<file path="config.mk">
export PLATFORM = sky130hd
export DESIGN_NAME = fetch_unit
export DESIGN_NICKNAME = d
export VERILOG_FILES = /design/src/source/axi_read_pkg.sv /design/src/source/fetch_pkg.sv /design/src/source/fetch_sequencer.sv /design/src/source/fetch_unit.sv /design/src/source/icache_array.sv /design/src/source/refill_engine.sv
export SDC_FILE = /design/constraint.sdc
export NUM_CORES = 1
export LEC_CHECK = 0
export ABC_AREA = 1
export BUFFER_PORTS_ARGS = -buffer_cell sky130_fd_sc_hd__clkbuf_2
export CORE_ASPECT_RATIO = 0.9
export CORE_MARGIN = 4
export CORE_UTILIZATION = 55
export CTS_CLUSTER_DIAMETER = 80
export DETAILED_ROUTE_END_ITERATION = 10
export PLACE_DENSITY = 0.73
export SYNTH_ARGS = -nofsm -noshare
export SYNTH_HDL_FRONTEND = slang
export SYNTH_SLANG_ARGS = --single-unit
export TNS_END_PERCENT = 1
</file>
<file path="constraint.sdc">
create_clock -name clock -period 21.1 [get_ports clock]
set_input_delay 3.165 -clock clock [delete_from_list [all_inputs] [get_ports clock]]
set_output_delay 3.165 -clock clock [all_outputs]
set_load 0.01 [all_outputs]
</file>
<file path="src/source/axi_read_pkg.sv">
`default_nettype none

package axi_read_pkg;

  localparam int burst_beats = 4;
  localparam logic [7:0] burst_len = 8'(burst_beats - 1);
  // 4 bytes per beat
  localparam logic [2:0] burst_size = 3'b010;
  localparam logic [1:0] burst_incr = 2'b01;

  typedef struct packed {
    logic [31:0] addr;
    logic [7:0]  len;
    logic [2:0]  size;
    logic [1:0]  burst;
  } ar_t;

  typedef struct packed {
    logic [31:0] data;
    logic [1:0]  resp;
    logic        last;
  } r_t;

  typedef enum logic [1:0] {
    idle,
    address,
    data
  } refill_state_t;

endpackage

`default_nettype wire

</file>
<file path="src/source/fetch_pkg.sv">
`default_nettype none

package fetch_pkg;

  // cache geometry, 4 lines of 16 bytes
  localparam int line_words = 4;
  localparam int index_bits = 2;
  localparam int offset_bits = 4;
  localparam int tag_bits = 32 - index_bits - offset_bits;

  localparam logic [31:0] reset_pc = 32'h8000_0000;

  // word 0 sits in the low bits
  typedef logic [line_words*32-1:0] line_t;

  // one item toward decode
  typedef struct packed {
    logic [31:0] pc;
    logic [31:0] inst;
    logic        fault;
  } fetch_out_t;

  // from later pipeline stages
  typedef struct packed {
    logic [31:0] target;
  } redirect_t;

  typedef enum logic [1:0] {
    lookup,
    wait_refill,
    faulted
  } seq_state_t;

endpackage

`default_nettype wire

</file>
<file path="src/source/fetch_sequencer.sv">
`default_nettype none
`timescale 1ns/1ns

module fetch_sequencer (
  input  logic                   clock,
  input  logic                   reset,
  input  logic                   redirect_valid,
  input  fetch_pkg::redirect_t   redirect,
  output logic [31:0]            lookup_pc,
  input  logic                   hit,
  input  logic [31:0]            word,
  output logic                   refill_start,
  output logic [31:0]            refill_addr,
  input  logic                   refill_done,
  output logic                   out_valid,
  output fetch_pkg::fetch_out_t  out,
  input  logic                   out_ready
);
  import fetch_pkg::*;

  seq_state_t  state;
  logic [31:0] pc_q;
  logic        refill_pending;
  logic        slot_free;
  logic        can_lookup;
  logic        redirect_aligned;
  seq_state_t  resume_state;

  // output register is empty or drains this cycle
  assign slot_free = !out_valid || out_ready;
  assign can_lookup = (state == lookup) && slot_free && !redirect_valid;
  assign redirect_aligned = (redirect.target[1:0] == 2'b00);

  assign lookup_pc = pc_q;
  assign refill_start = can_lookup && !hit;
  assign refill_addr = {pc_q[31:offset_bits], {offset_bits{1'b0}}};

  // a burst in flight cannot be cancelled, so wait it out first
  assign resume_state = (refill_pending && !refill_done) ? wait_refill : lookup;

  always_ff @(posedge clock) begin
    if (reset) begin
      state <= lookup;
      pc_q <= reset_pc;
      out_valid <= 1'b0;
      refill_pending <= 1'b0;
    end else begin
      if (refill_start) begin
        refill_pending <= 1'b1;
      end else if (refill_done) begin
        refill_pending <= 1'b0;
      end

      if (out_valid && out_ready) begin
        out_valid <= 1'b0;
      end

      if (redirect_valid) begin
        pc_q <= redirect.target;
        if (redirect_aligned) begin
          out_valid <= 1'b0;
          state <= resume_state;
        end else begin
          // single fault item, never goes to memory
          out_valid <= 1'b1;
          state <= faulted;
        end
      end else begin
        case (state)
          lookup: begin
            if (can_lookup) begin
              if (hit) begin
                out_valid <= 1'b1;
                pc_q <= pc_q + 32'd4;
              end else begin
                state <= wait_refill;
              end
            end
          end
          wait_refill: begin
            // look up again, now a hit
            if (refill_done) begin
              state <= lookup;
            end
          end
          faulted: state <= faulted;
          default: state <= lookup;
        endcase
      end
    end
  end

  always_ff @(posedge clock) begin
    if (redirect_valid && !redirect_aligned) begin
      out <= '{pc: redirect.target, inst: 32'h0, fault: 1'b1};
    end else if (can_lookup && hit) begin
      out <= '{pc: pc_q, inst: word, fault: 1'b0};
    end
  end

endmodule

`default_nettype wire

</file>
<file path="src/source/fetch_unit.sv">
`default_nettype none
`timescale 1ns/1ns

module fetch_unit (
  input  logic                   clock,
  input  logic                   reset,
  input  logic                   redirect_valid,
  input  fetch_pkg::redirect_t   redirect,
  input  logic                   flush_cache,
  output logic                   out_valid,
  output fetch_pkg::fetch_out_t  out,
  input  logic                   out_ready,
  output logic                   arvalid,
  output axi_read_pkg::ar_t      ar,
  input  logic                   arready,
  output logic                   rready,
  input  logic                   rvalid,
  input  axi_read_pkg::r_t       r
);

  logic [31:0] lookup_pc;
  logic        hit;
  logic [31:0] word;
  logic        refill_start;
  logic [31:0] refill_addr;
  logic        refill_done;
  logic        fill_valid;
  logic [31:0] fill_addr;
  logic [31:0] fill_data;
  logic        fill_last;

  fetch_sequencer u_sequencer (
    .clock          (clock),
    .reset          (reset),
    .redirect_valid (redirect_valid),
    .redirect       (redirect),
    .lookup_pc      (lookup_pc),
    .hit            (hit),
    .word           (word),
    .refill_start   (refill_start),
    .refill_addr    (refill_addr),
    .refill_done    (refill_done),
    .out_valid      (out_valid),
    .out            (out),
    .out_ready      (out_ready)
  );

  icache_array u_cache (
    .clock      (clock),
    .reset      (reset),
    .lookup_pc  (lookup_pc),
    .hit        (hit),
    .word       (word),
    .flush      (flush_cache),
    .fill_valid (fill_valid),
    .fill_addr  (fill_addr),
    .fill_data  (fill_data),
    .fill_last  (fill_last)
  );

  refill_engine u_refill (
    .clock        (clock),
    .reset        (reset),
    .refill_start (refill_start),
    .refill_addr  (refill_addr),
    .refill_done  (refill_done),
    .arvalid      (arvalid),
    .ar           (ar),
    .arready      (arready),
    .rready       (rready),
    .rvalid       (rvalid),
    .r            (r),
    .fill_valid   (fill_valid),
    .fill_addr    (fill_addr),
    .fill_data    (fill_data),
    .fill_last    (fill_last)
  );

endmodule

`default_nettype wire

</file>
<file path="src/source/icache_array.sv">
`default_nettype none
`timescale 1ns/1ns

module icache_array (
  input  logic        clock,
  input  logic        reset,
  input  logic [31:0] lookup_pc,
  output logic        hit,
  output logic [31:0] word,
  input  logic        flush,
  input  logic        fill_valid,
  input  logic [31:0] fill_addr,
  input  logic [31:0] fill_data,
  input  logic        fill_last
);
  import fetch_pkg::*;

  logic [2**index_bits-1:0] valid_q;
  logic [tag_bits-1:0]      tag_q [2**index_bits];
  line_t                    data_q [2**index_bits];

  logic [index_bits-1:0]    rd_index;
  logic [tag_bits-1:0]      rd_tag;
  logic [offset_bits-3:0]   rd_word;
  line_t                    rd_line;
  logic [index_bits-1:0]    wr_index;

  // pc fields: tag | index | word | byte
  assign rd_index = lookup_pc[offset_bits +: index_bits];
  assign rd_tag = lookup_pc[31 -: tag_bits];
  assign rd_word = lookup_pc[offset_bits-1:2];
  assign wr_index = fill_addr[offset_bits +: index_bits];

  assign rd_line = data_q[rd_index];
  assign hit = valid_q[rd_index] && (tag_q[rd_index] == rd_tag);
  assign word = rd_line[{rd_word, 5'b0} +: 32];

  // flush beats a fill ending in the same cycle
  always_ff @(posedge clock) begin
    if (reset || flush) begin
      valid_q <= '0;
    end else if (fill_valid) begin
      // line is unusable until its last beat lands
      valid_q[wr_index] <= fill_last;
    end
  end

  // beats enter at the top and move down one word each
  always_ff @(posedge clock) begin
    if (fill_valid) begin
      data_q[wr_index] <= {fill_data, data_q[wr_index][$bits(line_t)-1:32]};
      if (fill_last) begin
        tag_q[wr_index] <= fill_addr[31 -: tag_bits];
      end
    end
  end

endmodule

`default_nettype wire

</file>
<file path="src/source/refill_engine.sv">
`default_nettype none
`timescale 1ns/1ns

module refill_engine (
  input  logic               clock,
  input  logic               reset,
  input  logic               refill_start,
  input  logic [31:0]        refill_addr,
  output logic               refill_done,
  output logic               arvalid,
  output axi_read_pkg::ar_t  ar,
  input  logic               arready,
  output logic               rready,
  input  logic               rvalid,
  input  axi_read_pkg::r_t   r,
  output logic               fill_valid,
  output logic [31:0]        fill_addr,
  output logic [31:0]        fill_data,
  output logic               fill_last
);
  import axi_read_pkg::*;

  refill_state_t state;
  logic [31:0]   line_addr;
  logic          beat;

  assign beat = (state == data) && rvalid && rready;

  // fixed INCR burst covering one line
  assign ar = '{addr: line_addr, len: burst_len, size: burst_size, burst: burst_incr};

  assign fill_valid = beat;
  assign fill_addr = line_addr;
  assign fill_data = r.data;
  assign fill_last = r.last;

  always_ff @(posedge clock) begin
    if (reset) begin
      state <= idle;
      arvalid <= 1'b0;
      rready <= 1'b0;
      refill_done <= 1'b0;
    end else begin
      refill_done <= 1'b0;
      case (state)
        idle: begin
          if (refill_start) begin
            arvalid <= 1'b1;
            state <= address;
          end
        end
        address: begin
          if (arready) begin
            arvalid <= 1'b0;
            rready <= 1'b1;
            state <= data;
          end
        end
        data: begin
          // the line is written on this same edge
          if (beat && r.last) begin
            rready <= 1'b0;
            refill_done <= 1'b1;
            state <= idle;
          end
        end
        default: state <= idle;
      endcase
    end
  end

  // starts are only taken while idle
  always_ff @(posedge clock) begin
    if (state == idle && refill_start) begin
      line_addr <= refill_addr;
    end
  end

endmodule

`default_nettype wire

</file>
==> results of run 1 <==
[logic make-up (layout without fill, tap and decap cells)]
kind of cell,count (synthesis),in the layout,synth area share (%)
DFF,758,758,66.2
buffers and inverters,346,447,4.45
other,2,18,0.0226
AOI/OAI and AO/OA,808,808,13.7
adders and majority gates,1,1,0.0377
xor gates and xnor gates,23,23,0.607
and+or+nand+nor,1256,1256,15.1
[cells in the mapped netlist (all sizes together)]
cell	n
buf	57
nand3	174
o22ai	206
conb	2
or2	1
nand2	474
clkbuf	178
inv	110
edfxtp	676
ha	1
nor4	2
o221ai	47
o31ai	1
nor2	580
o211ai	13
and2	1
nand4	8
and3	1
o21ai	488
nor3	15
dfxtp	82
clkinv	1
a21oi	47
o21bai	6
xor2	23
[cell usage in the layout, fill, tap and decap left out, types with 2 or more instances in the layout]
cell and n:
sky130_fd_sc_hd__o22ai_1 206, sky130_fd_sc_hd__nand3_1 174, sky130_fd_sc_hd__xor2_1 23, sky130_fd_sc_hd__o211ai_1 13, sky130_fd_sc_hd__bufinv_16 2, sky130_fd_sc_hd__clkbuf_8 11, sky130_fd_sc_hd__edfxtp_1 676, sky130_fd_sc_hd__clkinv_1 8
sky130_fd_sc_hd__buf_4 28, sky130_fd_sc_hd__nor2_2 6, sky130_fd_sc_hd__nor2_4 2, sky130_fd_sc_hd__o21bai_1 6, sky130_fd_sc_hd__dfxtp_4 3, sky130_fd_sc_hd__o21ai_0 485, sky130_fd_sc_hd__clkbuf_2 167, sky130_fd_sc_hd__nor3_2 4
sky130_fd_sc_hd__a21oi_1 47, sky130_fd_sc_hd__inv_1 104, sky130_fd_sc_hd__conb_1 17, sky130_fd_sc_hd__inv_6 3, sky130_fd_sc_hd__nand2_1 472, sky130_fd_sc_hd__inv_2 3, sky130_fd_sc_hd__dfxtp_2 2, sky130_fd_sc_hd__nor3_1 11
sky130_fd_sc_hd__nand4_1 8, sky130_fd_sc_hd__o21ai_1 3, sky130_fd_sc_hd__clkbuf_1 15, sky130_fd_sc_hd__inv_4 2, sky130_fd_sc_hd__o221ai_1 47, sky130_fd_sc_hd__clkinvlp_4 4, sky130_fd_sc_hd__buf_12 4, sky130_fd_sc_hd__clkinv_2 13
sky130_fd_sc_hd__nor4_1 2, sky130_fd_sc_hd__dfxtp_1 77, sky130_fd_sc_hd__clkbuf_16 80, sky130_fd_sc_hd__nor2_1 572
[worst max path at each step]
stage | from | end | slack (ps) | cells past startpoint
6_report | rvalid | u_cache.tag_q[1][3] | 15520 | 7
5_1_grt | redirect_valid | u_sequencer.out[46] | 15410 | 7
4_1_cts | rvalid | u_cache.tag_q[1][3] | 15550 | 7
3_5_place_dp | rvalid | u_cache.tag_q[1][3] | 14910 | 7
3_3_place_gp | rvalid | u_cache.tag_q[1][9] | 14970 | 7
2_1_floorplan | rvalid | u_cache.tag_q[1][0] | 6670 | 4
[registers in the layout (all words and copies together), names as in the netlist, named ones only]
| name | flops |
|---|---|
| u_refill.state | 2 |
| u_cache.tag_q | 104 |
| u_refill.fill_addr | 28 |
| u_cache.data_q | 512 |
| u_refill.arvalid | 1 |
| u_refill.refill_done | 1 |
| u_refill.rready | 1 |
| u_sequencer.out | 65 |
| u_sequencer.state | 2 |
| u_sequencer.refill_pending | 1 |
| u_sequencer.lookup_pc | 32 |
| u_sequencer.out_valid | 1 |
| u_cache.valid_q | 4 |
[power by group]
| part | internal (mW) | leakage, nW | switching [mW] |
|---|---|---|---|
| combinational | 0.0789 | 5.06 | 0.216 |
| sequential | 1.68 | 6.77 | 0.0225 |
| clock | 0.759 | 1.20 | 0.560 |
| total | 2.52 | 13.0 | 0.798 |
[routing by layer]
metal  wire length [um]  share of wire (%)
met5                 55              0.061
met4               2500                2.8
met3               8840                9.9
met2              42900                 48
met1              35200                 39
[stage by stage]
step / hold WS [ps] / utilization (%) / instance area (um^2)
2_1_floorplan: 406 / - / 33200
3_3_place_gp: 447 / 57.5 / 34300
3_5_place_dp: 459 / 57.5 / 34300
4_1_cts: 467 / 61.5 / 36800
5_1_grt: 483 / 61.5 / 36800
6_report: 469 / 61.5 / 36800
[final cells by class]
type,count,area share (%)
Tap cell,783,2.66
Clock buffer,106,6.01
Timing Repair Buffer,199,3.06
Sequential cell,758,59.7
Antenna cell,1,0.00680
Multi-Input combinational cell,2105,26.8
Clock inverter,31,0.643
Inverter,111,1.17
[worst max-delay path: cells and delay by family]
family / cells / cell delay [ps]
simple gates: 3 / 1280
buf+inv: 4 / 1320
==> results.md, run 1 <==
- Critical path class: input port to register
- Storage cell area: 22,000 um^2
- Placeable core region: 59,800 um^2
- Endpoint of the worst-slack reg-to-reg timing path: u_sequencer.out[58]
- GR Util met3: 5.43%
- CTS-repair resized insts: 0
- Detailed-routing iteration count for the pre-antenna-repair pass: 6
- Routing usage on met2: 45.0%
- Critical path required time: 21,390 ps
- Synth area leaders: sky130_fd_sc_hd__edfxtp_1, sky130_fd_sc_hd__o21ai_0, sky130_fd_sc_hd__nor2_1
- Part of the cycle the worst path needs: 26.5%
- Global routing met1 resource utilization: 36.0%
- Min-Delay Endpoint: u_sequencer.out[0]
- Vias: 25,316
- Number of hold-repair buffers added at the cts stage: 0
- Unrepaired setup endpoints after global routing: no
- Area grow syn2layout: 10.9%
- Total power draw: 3.32 mW
- GP Congestion: 0.926
- Power density over the cells: 90.2 nW/um^2
- Worst endpoint data arrival time: 5870 ps
- Final global-route overflow total: 0
- Reg2reg path depth: 14
- Max-Slew Margin vs Limit: 21.4%
- Clock latency on the worst-skew pair: 620 ps
- Share of cells above drive strength 1: 10.3%
- DIE AREA: 64,300 um^2
- Area of the multi-input gates: 9850 um^2
- Number of top-level design ports: 187
- ANT nets after route: 0
- Wire length of the first global-routing pass: 136,000 um
- Clock root buffer: sky130_fd_sc_hd__clkbuf_16
- Top fanout value on the critical path: 129
- Count of port buffers added during placement: 167
- Worst Slack Setup Final: 15,520 ps
- Slack of the worst reg-to-reg path: 16,270 ps
- Initial antenna violation count: 5
- Worst Hold Depth: 2
- Clock tree buffer depth: 3
- Routed WL per cell: 21.9 um
- Share of the yosys chip area belonging to registers: 66.2%
- Setup WS pre-CTS: 14,910 ps
- Result of the run: finished, final reports clean
- Vias per inst: 6.18
- Synthesized flop and latch total: 758
- Slowest cell delay on critical path: 800 ps
- Row Count: 85
- Element type at the critical path end: register
- Launching element type of the critical path: input port
- CTS tree: done
- Highest achievable clock rate: 179 MHz
- Grt peak-use layer: met2
- Filler cell count in the final layout: 4,664
- Horizontal extent of the die: 267 um
- Clock slew at the register clock pins of the worst setup and hold paths: 60 ps
- Number of sinks on the clock net: 758
- Starting density of the core: 55.5%
- Cell chain of the critical path: clkbuf_2, nand3_1, nor3_2, buf_12, inv_1, nor2_2, buf_4
- Synthesized area: 33,200 um^2
- DRC Markers: 0
- Worst hold start: u_sequencer.out[0]
- Number of cells produced by synthesis: 3,194
- Number of levels in the clock H-tree: 3
- Setup tns final: 0 ps
- Largest vdd supply drop: 0.0684 mV
- Cell count after placement: 3,956
- Yosys top cell by area: sky130_fd_sc_hd__edfxtp_1
- Die extent in y: 241 um
- Non-filler instance count after layout: 4,094
- Total Nets Final: 3,326
- Slowest cell on the critical path: sky130_fd_sc_hd__nor2_2
- Clock skew: 24.5 ps
- Number of distinct library cell variants in the gate-level netlist after synthesis: 32
- Pin slew with the least headroom to its limit: 1180 ps
- Final number of max-transition violations: 0
- Total wire length: 89,500 um
- Max-cap violations: 0
- Final Hold Violating Endpoints: 0
- Post-detailed-placement half-perimeter wirelength: 48,600 um
- Synth Area per Inst: 10.4 um^2
- Min-Delay Path Class: register to register
- Leak Pwr: 13.0 nW
- Area share of the largest cell type after synthesis: 61.2%
- Overall track demand over capacity in global routing: 27.0%
- Cts bufs inserted: 76
- Yosys Warn Count: 0
- Count of routing violations after the opening detailed-route iteration: 3,057
- Final setup viols: 0
- Maximum number of pins on one net before global-route repair: 139
- Post-layout min period: 5580 ps
- Number of buffers inserted to repair setup after CTS: 0
- Vias in the first global route: 24,686
No activity file was read; power rests on OpenSTA's default activity.
==> run 2, diff against run 1 <==
--- a/config.mk
+++ b/config.mk
@@ -12,7 +12,7 @@
 export CORE_UTILIZATION = 55
 export CTS_CLUSTER_DIAMETER = 80
 export DETAILED_ROUTE_END_ITERATION = 10
-export PLACE_DENSITY = 0.73
+export PLACE_DENSITY = 0.76
 export SYNTH_ARGS = -nofsm -noshare
 export SYNTH_HDL_FRONTEND = slang
 export SYNTH_SLANG_ARGS = --single-unit
==> constraint.sdc (replaced) <==
create_clock -name clock -period 5 [get_ports clock]
set_input_delay 0.75 -clock clock [delete_from_list [all_inputs] [get_ports clock]]
set_output_delay 0.75 -clock clock [all_outputs]
set_load 0.01 [all_outputs]
==> results.md, run 2 (same netlist as run 1, synthesis figures left out) <==
- Result of the run: finished with violations
- Violations in the final reports: DRC
- Setup WS pre-CTS: 1230 ps
- Starting density of the core: 55.5%
- Row Count: 85
- Power density over the cells: 384 nW/um^2
- Highest achievable clock rate: 259 MHz
- Most frequent cells in the layout: sky130_fd_sc_hd__edfxtp_1, sky130_fd_sc_hd__nor2_1, sky130_fd_sc_hd__o21ai_0
- Element type at the critical path end: register
- Clock skew: 22.1 ps
- Max-Slew Margin vs Limit: 23.6%
- Vias: 25,628
- Detailed-routing iteration count for the pre-antenna-repair pass: 10
- Clock latency on the worst-skew pair: 630 ps
- Number of hold-repair buffers added at the cts stage: 0
- CTS tree: done
- Initial antenna violation count: 8
- Cts bufs inserted: 77
- Top fanout value on the critical path: 104
- Unrepaired setup endpoints after global routing: no
- Most common library cell in the layout ignoring fill and taps: sky130_fd_sc_hd__edfxtp_1
- Number of top-level design ports: 187
- Worst hold start: r[17]
- Pin slew with the least headroom to its limit: 1140 ps
- Horizontal extent of the die: 267 um
- Worst Slack Setup Final: 1130 ps
- CTS-repair resized insts: 0
- Critical path class: register to register
- Count of port buffers added during placement: 167
- Worst hold slack: 331 ps
- Launching element type of the critical path: register
- Max-cap violations: 0
- Number of sinks on the clock net: 758
- DIE AREA: 64,300 um^2
- Clock root buffer: sky130_fd_sc_hd__clkbuf_16
- Count of routing violations after the opening detailed-route iteration: 3,230
- Total wire length: 90,400 um
- Total Nets Final: 3,330
- Largest registers: u_cache.data_q: 512 flops, u_cache.tag_q: 104 flops, u_sequencer.out: 65 flops
- Total power draw: 14.2 mW
- Number of buffers inserted to repair setup after CTS: 0
- Routed WL per cell: 22.0 um
- Largest vdd supply drop: 0.360 mV
- Part of the cycle the worst path needs: 77.3%
- Wire length of the first global-routing pass: 136,000 um
- Overall track demand over capacity in global routing: 27.1%
- Final global-route overflow total: 0
- Vias per inst: 6.25
- Number of levels in the clock H-tree: 3
- Setup tns final: 0 ps
- Die extent in y: 241 um
- Min-Delay Path Class: input port to register
- Placeable core region: 59,800 um^2
- Largest Register: u_cache.data_q
- Largest register FFs: 512
- ANT nets after route: 0
- Clock slew at the register clock pins of the worst setup and hold paths: 60 ps
- Vias in the first global route: 24,671
- Post-layout min period: 3870 ps
- DRC Markers: 2
- GP Congestion: 0.902
- Clock tree buffer depth: 3
- Maximum number of pins on one net before global-route repair: 129
- Critical path required time: 5560 ps
- Final setup viols: 0
- Leak Pwr: 13.1 nW
- Final number of max-transition violations: 0
- Area grow syn2layout: 11.5%
- Worst endpoint data arrival time: 4430 ps
- Final Hold Violating Endpoints: 0
- Post-detailed-placement half-perimeter wirelength: 49,300 um
- Share of cells above drive strength 1: 10.3%
run 2: final timing paths:
path | end | slack (ps) | depth (start not counted)
max reg2reg | u_sequencer.out[24] | 1130 | 9
max | u_sequencer.out[24] | 1130 | 9
min | u_cache.data_q[2][110] | 330 | 1
min reg2reg | u_refill.arvalid | 470 | 2
run 2: power by group:
part	internal, mW	leakage [nW]	switching, mW
sequential	7.10	6.77	0.0954
combinational	0.335	5.09	0.920
clock	3.34	1.24	2.41
total	10.8	13.1	3.43
run 2: layout make-up:
| cell class | count | area [um^2] |
|---|---|---|
| diodes | 3 | 7.51 |
| clock buffers | 102 | 2130 |
| clock inverters | 39 | 417 |
| fillers | 4522 | 22800 |
| inverters | 111 | 429 |
| multi-input cells | 2105 | 9910 |
| flip-flops and latches | 758 | 22000 |
| well taps | 783 | 980 |
| repair buffers | 202 | 1150 |
run 2: worst max-delay path: stages, from the launching register on:
cell                       delay, ps
sky130_fd_sc_hd__dfxtp_4         370
sky130_fd_sc_hd__buf_4           550
sky130_fd_sc_hd__buf_4           750
sky130_fd_sc_hd__buf_4           960
sky130_fd_sc_hd__o21ai_0         240
sky130_fd_sc_hd__o22ai_1         260
sky130_fd_sc_hd__o211ai_1        150
sky130_fd_sc_hd__nand3_1         180
sky130_fd_sc_hd__nor2_1           70
sky130_fd_sc_hd__nor2_1          130
run 2: per-stage QoR:
| step | utilization (%) | instances | area (um^2) |
|---|---|---|---|
| 5_1_grt | 61.9 | 4102 | 37000 |
| 2_1_floorplan | - | 3209 | 33300 |
| 6_report | 61.9 | 4103 | 37000 |
| 3_3_place_gp | 57.6 | 3959 | 34400 |
| 4_1_cts | 61.9 | 4100 | 37000 |
| 3_5_place_dp | 57.6 | 3959 | 34400 |
run 2: layer usage:
layer  vias up  wire [um]  share of wire (%)  GRT usage [%]
met4        10       2950                3.3           11.0
met2      1471      43200                 48           45.0
met3       232       9310                 10           5.45
li1      11488          -                  -              -
met5         -         61              0.068              0
met1     12427      34900                 39           35.4
